`src/include/emesh_macros.svh`:
```
`ifndef EMESH_MACROS_SVH
`define EMESH_MACROS_SVH

// ##############################
// buffer sizing
// ##############################

// number of packet slots in the buffer
`define EMESH_DEPTH 8

// pointer width for EMESH_DEPTH entries
`define EMESH_AW 3

// ##############################
// link format
// ##############################

`define EMESH_PW 104               // full mesh packet width

// upstream wait rises at this occupancy
// leaves two slots for packets already in flight
`define EMESH_PROG_FULL 6

`endif

```
`src/verilog/emesh_pkg.sv`:
```
`default_nettype none

`include "emesh_macros.svh"

package emesh_pkg;

   // ##############################
   // packet field encodings
   // ##############################

   // transaction direction
   typedef enum logic [0:0]
   {
      CMD_READ  = 1'b0,
      CMD_WRITE = 1'b1
   } emesh_cmd_e;

   // access size of the data field
   typedef enum logic [1:0]
   {
      SIZE_BYTE   = 2'd0,            // 8 bit
      SIZE_HALF   = 2'd1,            // 16 bit
      SIZE_WORD   = 2'd2,            // 32 bit
      SIZE_DOUBLE = 2'd3             // 64 bit, two beats
   } emesh_size_e;

   // mesh packet as stored in the buffer, msb first
   typedef struct packed
   {
      emesh_cmd_e  cmd;              // read or write
      emesh_size_e size;
      logic [4:0]  ctrlmode;         // routing / ordering hints
      logic [31:0] dstaddr;
      logic [31:0] srcaddr;          // return address for reads
      logic [31:0] data;
   } emesh_packet_t;

   // ##############################
   // buffer status
   // ##############################

   typedef struct packed
   {
      logic                full;
      logic                prog_full;  // drives upstream wait
      logic                empty;
      logic [`EMESH_AW:0]  count;      // valid entries, 0..DEPTH
   } fifo_status_t;

endpackage

`default_nettype wire

```
`src/verilog/memory_dp.sv`:
```
`default_nettype none

// simple dual port ram, one clock
// read data comes out of a register, one edge after rd_en
module memory_dp
  #(
   parameter int DW = 104,           // word width
   parameter int AW = 3              // address width
   )
   (
   input  wire           clk,
   // write port
   input  wire           wr_en,
   input  wire [AW-1:0]  wr_addr,
   input  wire [DW-1:0]  wr_din,
   // read port
   input  wire           rd_en,
   input  wire [AW-1:0]  rd_addr,
   output logic [DW-1:0] rd_dout     // valid after the rd_en edge
   );

   localparam int DEPTH = 1 << AW;

   // ##############################
   // storage
   // ##############################

   logic [DW-1:0] mem [0:DEPTH-1];

   // whole word written, no byte enables
   always_ff @(posedge clk)
      if (wr_en)
         mem[wr_addr] <= wr_din;

   // ##############################
   // read register
   // ##############################

   // loads only on rd_en
   // so the last word read stays on rd_dout
   always_ff @(posedge clk)
      if (rd_en)
         rd_dout <= mem[rd_addr];    // old data if same addr written this edge

endmodule

`default_nettype wire

```
`src/verilog/fifo_sync.sv`:
```
`default_nettype none

`include "emesh_macros.svh"

// single clock fifo on top of memory_dp
// dout follows rd_en by one edge
module fifo_sync
  #(
   parameter int DW        = `EMESH_PW,
   parameter int DEPTH     = `EMESH_DEPTH,
   parameter int PROG_FULL = DEPTH/2
   )
   (
   input  wire                     clk,
   input  wire                     nreset,
   // write side
   input  wire [DW-1:0]            din,
   input  wire                     wr_en,     // caller keeps this low when full
   // read side
   input  wire                     rd_en,     // caller keeps this low when empty
   output logic [DW-1:0]           dout,
   // flags
   output emesh_pkg::fifo_status_t status
   );

   localparam int AW = $clog2(DEPTH);
   localparam int CW = `EMESH_AW + 1;          // width of status count field

   // ##############################
   // pointers and occupancy
   // ##############################

   logic [AW-1:0] wr_ptr;
   logic [AW-1:0] rd_ptr;
   logic [AW:0]   count;                       // 0..DEPTH, one extra bit

   // pointers wrap at depth by overflow
   always_ff @(posedge clk or negedge nreset)
      if (!nreset)
      begin
         wr_ptr <= '0;
         rd_ptr <= '0;
         count  <= '0;
      end
      else
      begin
         if (wr_en)
            wr_ptr <= wr_ptr + 1'b1;
         if (rd_en)
            rd_ptr <= rd_ptr + 1'b1;
         // both at once leaves count alone
         case ({wr_en, rd_en})
            2'b10:   count <= count + 1'b1;
            2'b01:   count <= count - 1'b1;
            default: count <= count;
         endcase
      end

   // ##############################
   // status flags
   // ##############################

   // all compares on registered count
   always_comb
   begin
      status.empty     = (count == '0);
      status.full      = (count == (AW+1)'(DEPTH));
      status.prog_full = (count >= (AW+1)'(PROG_FULL));
      status.count     = CW'(count);
   end

   // storage, read data registered inside
   memory_dp
     #(.DW (DW),
       .AW (AW))
   u_mem
     (.clk     (clk),
      .wr_en   (wr_en),
      .wr_addr (wr_ptr),
      .wr_din  (din),
      .rd_en   (rd_en),
      .rd_addr (rd_ptr),
      .rd_dout (dout));

endmodule

`default_nettype wire

```
`src/verilog/fifo_egress.sv`:
```
`default_nettype none

// output stage of the transaction buffer
// pops the fifo and presents one packet to downstream
// packet stays put while downstream holds wait_in
module fifo_egress
   (
   input  wire                           clk,
   input  wire                           nreset,
   // fifo side
   input  wire emesh_pkg::fifo_status_t  status,
   input  wire emesh_pkg::emesh_packet_t fifo_dout,  // registered mem output
   output logic                          rd_en,      // pop request
   // downstream side
   input  wire                           wait_in,
   output logic                          access_out,
   output emesh_pkg::emesh_packet_t      packet_out
   );

   // ##############################
   // output slot
   // ##############################

   // one packet can sit at the memory read register
   // out_valid says whether it still needs to go out
   logic out_valid;
   logic pkt_taken;                  // downstream accepts this cycle
   logic slot_free;                  // room for the next pop
   logic fifo_has_data;

   assign fifo_has_data = ~status.empty;

   // delivered on an edge with access high and no wait
   assign pkt_taken = out_valid & ~wait_in;

   // slot empty or being emptied right now
   assign slot_free = ~out_valid | pkt_taken;

   // ##############################
   // pop control
   // ##############################

   // combinational pop
   // next word lands in rd_dout on the same edge the old one leaves
   // so back to back packets go out every cycle
   assign rd_en = fifo_has_data & slot_free;

   // valid follows rd_en by one edge, like the memory data
   // frozen while downstream waits on a full slot
   always_ff @(posedge clk or negedge nreset)
      if (!nreset)
         out_valid <= 1'b0;
      else if (slot_free)
         out_valid <= rd_en;     // new word or slot goes empty

   // ##############################
   // outputs
   // ##############################

   assign access_out = out_valid;

   // memory only reloads on rd_en, so this holds under wait
   assign packet_out = fifo_dout;

endmodule

`default_nettype wire

```
`src/verilog/emesh_fifo.sv`:
```
`default_nettype none

`include "emesh_macros.svh"

// transaction buffer for the mesh packet link
// strobe in, strobe out, wait levels both ways
module emesh_fifo
   (
   input  wire                           clk,
   input  wire                           nreset,
   // upstream
   input  wire                           access_in,
   input  wire emesh_pkg::emesh_packet_t packet_in,
   output logic                          wait_out,    // stop sending
   // downstream
   output wire                           access_out,
   output wire emesh_pkg::emesh_packet_t packet_out,
   input  wire                           wait_in,
   // buffer state
   output emesh_pkg::fifo_status_t       status
   );

   // ##############################
   // packet <-> fifo word
   // ##############################

   logic [`EMESH_PW-1:0]     fifo_din;
   logic [`EMESH_PW-1:0]     fifo_dout;
   emesh_pkg::emesh_packet_t fifo_pkt;
   logic                     fifo_rd_en;   // from egress

   assign fifo_din = `EMESH_PW'(packet_in);
   assign fifo_pkt = emesh_pkg::emesh_packet_t'(fifo_dout);

   // upstream must honour this, writes when full are not blocked
   assign wait_out = status.prog_full;

   // ##############################
   // buffer and output stage
   // ##############################

   fifo_sync
     #(.DW        (`EMESH_PW),
       .DEPTH     (`EMESH_DEPTH),
       .PROG_FULL (`EMESH_PROG_FULL))
   u_fifo
     (.clk    (clk),
      .nreset (nreset),
      .din    (fifo_din),
      .wr_en  (access_in),     // every strobe stores a packet
      .rd_en  (fifo_rd_en),
      .dout   (fifo_dout),
      .status (status));

   fifo_egress u_egress
     (.clk        (clk),
      .nreset     (nreset),
      .status     (status),
      .fifo_dout  (fifo_pkt),
      .rd_en      (fifo_rd_en),
      .wait_in    (wait_in),
      .access_out (access_out),
      .packet_out (packet_out));

endmodule

`default_nettype wire

```
`config.mk`:
```
export PLATFORM = sky130hd
export DESIGN_NAME = emesh_fifo
export DESIGN_NICKNAME = d
export VERILOG_FILES = /design/src/verilog/emesh_pkg.sv /design/src/verilog/memory_dp.sv /design/src/verilog/fifo_sync.sv /design/src/verilog/fifo_egress.sv /design/src/verilog/emesh_fifo.sv
export VERILOG_INCLUDE_DIRS = /design/src /design/src/include
export SDC_FILE = /design/constraint.sdc
export NUM_CORES = 1
export LEC_CHECK = 0
export ABC_AREA = 1
export ABC_CLOCK_PERIOD_IN_PS = 6610
export BUFFER_PORTS_ARGS = -buffer_cell sky130_fd_sc_hd__buf_2
export CORE_UTILIZATION = 41
export CTS_CLUSTER_SIZE = 14
export DETAILED_ROUTE_END_ITERATION = 7
export GPL_TIMING_DRIVEN = 0
export SYNTH_ARGS = -nofsm -noshare
export SYNTH_HDL_FRONTEND = slang
export SYNTH_SLANG_ARGS = --single-unit
```
`constraint.sdc`:
```
create_clock -name clk -period 6.61 [get_ports clk]
set_clock_uncertainty 0.2 [all_clocks]
set_input_delay 0.661 -clock clk [delete_from_list [all_inputs] [get_ports clk]]
set_output_delay 0.661 -clock clk [all_outputs]
set_load 0.01 [all_outputs]
```
==> results.json <==
{
  "clock_latency_ns": 0.66,
  "viasPerCell": 5.10,
  "dpl.hpwl_um": 58200,
  "initial_core_util": 0.415,
  "reg2reg_slack_ns": 3.64,
  "num_rows": 108,
  "antenna_found_initial": 20,
  "critPathMaxStageDelay_ns": 0.42,
  "core_um2": 87200,
  "layout.nets": 3212,
  "slew_headroom": 0.0584,
  "path_buf_inv": 4,
  "htree_levels": 3,
  "die-area_um2": 89500,
  "use_met1": 0.285,
  "postCtsSetupBuffers": 0,
  "path_delay_family": "buffers and inverters",
  "fin_area_um2": 42700,
  "cts_sinks": 947,
  "synthesis.area_um2": 36200,
  "fin_crit_sh": 0.449,
  "place_ws_ns": 3.31,
  "tns_ns": 0,
  "slowest_stage": "dfrtp_1",
  "grt_max_degree": 74,
  "drive_gt1_frac": 0.149,
  "synth-compound-area-share": 0.0871,
  "grt_pass1_wl_um": 138000,
  "syn_avg_cell_area_um2": 13.2,
  "fin_ws_ns": 3.64,
  "cp.arrival_ns": 3.30,
  "synth-seq-cells": 947,
  "synth.mux.area_fraction": 0,
  "total_power_mw": 19.8,
  "wl_per_cell_um": 21.4,
  "crit_required_ns": 6.94,
  "end_kind": "register",
  "worstHoldPathType": "in -> reg",
  "dieHeight_um": 299,
  "area_growth_pct": 18.0,
  "synth-simple-area-share": 0.102,
  "gr-usage-met3": 0.0429,
  "setup_viol": 0,
  "dr.pass1.iters": 5,
  "crit_chain": "inv_1, nand3_1, nand2_1, inv_6, buf_16, ha_1, nand2_1, inv_1, nor2_1, ha_1, a21oi_1, xor2_1, o21ai_0",
  "yosysWarnings": 0,
  "top_usage_layer": "met2",
  "layout.cells.non_filler": 4344,
  "power_density_nw_per_um2": 464,
  "vias": 22100,
  "rsz0062_at_grt": "false",
  "synth_fp_nets": 2857,
  "grt_usage": 0.208,
  "leakage_nw": 14.9,
  "cp-start-kind": "register",
  "synth_top_family_by_area": "simple AND/OR/NAND/NOR gates",
  "tightest_slew_ns": 1.41,
  "hold_viol_final": 0,
  "cap_violations": 0,
  "cts_buffers": 99,
  "ys_seq_area_frac": 0.784,
  "synth_cell_types": 21,
  "die_w_um": 299,
  "drt-total-wl_um": 93100,
  "critPathMaxFanout": 73,
  "period_needed_ns": 2.97,
  "clk_root_buffer_cell": "clkbuf_16",
  "dr.first_iter.drc_count": 1913,
  "antenna_left": 0,
  "status": "complete, no violations",
  "placed_area_um2": 39500,
  "critPathKind": "reg -> reg",
  "ios": 221,
  "port_buffers": 220,
  "grt-ovfl-total": 0,
  "met2_usage": 0.338,
  "drc": 0,
  "post_synth_fa_ha_maj_area_fraction": 0.00173,
  "ir_worst_vdd_mv": 0.246,
  "grt_pass1_vias": 21600,
  "fmax_mhz": 337,
  "gp_congestion": 0.748,
  "dp_cells": 4152,
  "slew_viol_final": 0,
  "clkTransAtPathRegs_ns": 0.06,
  "postSynthCellCount": 2744,
  "cts_tree": "yes",
  "cts.path.max_buffers": 3,
  "synthXorXnorAreaFrac": 0.00145
}
cell families after synthesis:
logic type	after synthesis
AO/OA/AOI/OAI	630
buffers and inverters	177
AND/OR/NAND/NOR	979
XOR/XNOR	6
adder cells (fa/ha/maj)	5
flip-flops	947
worst reg2reg max path, cell delays in order, from the launching register on:
cell	delay, ns
dfrtp_1	0.42
inv_1	0.10
nand3_1	0.11
nand2_1	0.20
inv_6	0.35
buf_16	0.37
ha_1	0.32
nand2_1	0.07
inv_1	0.07
nor2_1	0.05
ha_1	0.17
a21oi_1	0.14
xor2_1	0.17
o21ai_0	0.09
worst paths after layout:
path / from / end / depth (start not counted)
max: u_fifo.count[2] / u_fifo.count[2] / 13
max reg2reg: u_fifo.count[2] / u_fifo.count[2] / 13
min: wait_in / u_egress.access_out / 3
min in group asynchronous: nreset / u_egress.access_out / 2
min reg2reg: u_egress.access_out / u_egress.access_out / 2
max in group asynchronous: nreset / u_fifo.rd_ptr[0] / 2
per-layer routing:
metal / vias to the layer above / wire length, um
met5: - / 129
met4: 20 / 2040
met3: 143 / 6310
met2: 703 / 44300
met1: 10800 / 40300
li1: 10500 / -
metrics by stage:
stage	util	hold WS, ns
global route	0.490	0.0419
floorplan	-	0.165
detailed placement	0.453	0.288
finish	0.490	0.0403
global placement	0.445	0.281
CTS	0.490	0.00333
report_power, final:
| part | switching (mW) | leakage (nW) | internal (mW) |
|---|---|---|---|
| logic | 4.43 | 4.58 | 1.84 |
| registers | 0.253 | 8.72 | 7.76 |
| clock network | 2.32 | 1.57 | 3.21 |
| total | 7.00 | 14.9 | 12.8 |
sequential cells by signal (all words and copies together), names as in the netlist:
| name | flops |
|---|---|
| u_fifo.count | 4 |
| u_fifo.wr_ptr | 3 |
| u_fifo.u_mem.rd_dout | 104 |
| u_egress.access_out | 1 |
| u_fifo.rd_ptr | 3 |
| u_fifo.u_mem.mem | 832 |
synth_stat cells:
master    count  area (um^2)
ha_1          5         62.6
inv_1        13         48.8
o21ai_1     273         1370
nand2_1     338         1270
nor4_1        1         6.26
clkinv_1      1         3.75
xnor2_1       2         17.5
o21ai_0     356         1780
buf_2        41          205
buf_4         6         45.0
clkbuf_1     90          338
a21oi_1       1         5.00
xor2_1        4         35.0
dfrtp_1      11          275
buf_6        18          203
inv_2         1         3.75
or2_2         1         6.26
nor2_1      635         2380
nand3_1       4         20.0
buf_1         7         26.3
edfxtp_1    936        28100
layout by cell type (no fill, tap or decap), types with 7 or more instances in the layout:
| cell type | n |
|---|---|
| nand2_1 | 338 |
| nor2_4 | 8 |
| clkbuf_1 | 110 |
| clkinv_2 | 21 |
| dfrtp_1 | 11 |
| bufinv_16 | 9 |
| buf_6 | 18 |
| buf_2 | 261 |
| buf_1 | 7 |
| inv_1 | 12 |
| buf_12 | 32 |
| edfxtp_1 | 936 |
| o21ai_0 | 356 |
| clkbuf_16 | 103 |
| nor2_1 | 627 |
| clkinv_1 | 22 |
| o21ai_1 | 273 |
repair_timing:
action,CTS,global route
endpoints found under the hold margin,11,0
hold buffers,1,0
resized for setup,0,0
layout make-up:
| class | count | area (um^2) |
|---|---|---|
| multi-input combinational | 1620 | 7010 |
| sequential | 947 | 28400 |
| inverter | 15 | 61.3 |
| fill | 7535 | 44400 |
| timing repair buffer | 254 | 1780 |
| tap | 1155 | 1450 |
| clock buffer | 123 | 2650 |
| clock inverter | 63 | 574 |
| buffer | 162 | 817 |
| antenna | 5 | 12.5 |
(Power assumes the default switching activity.)
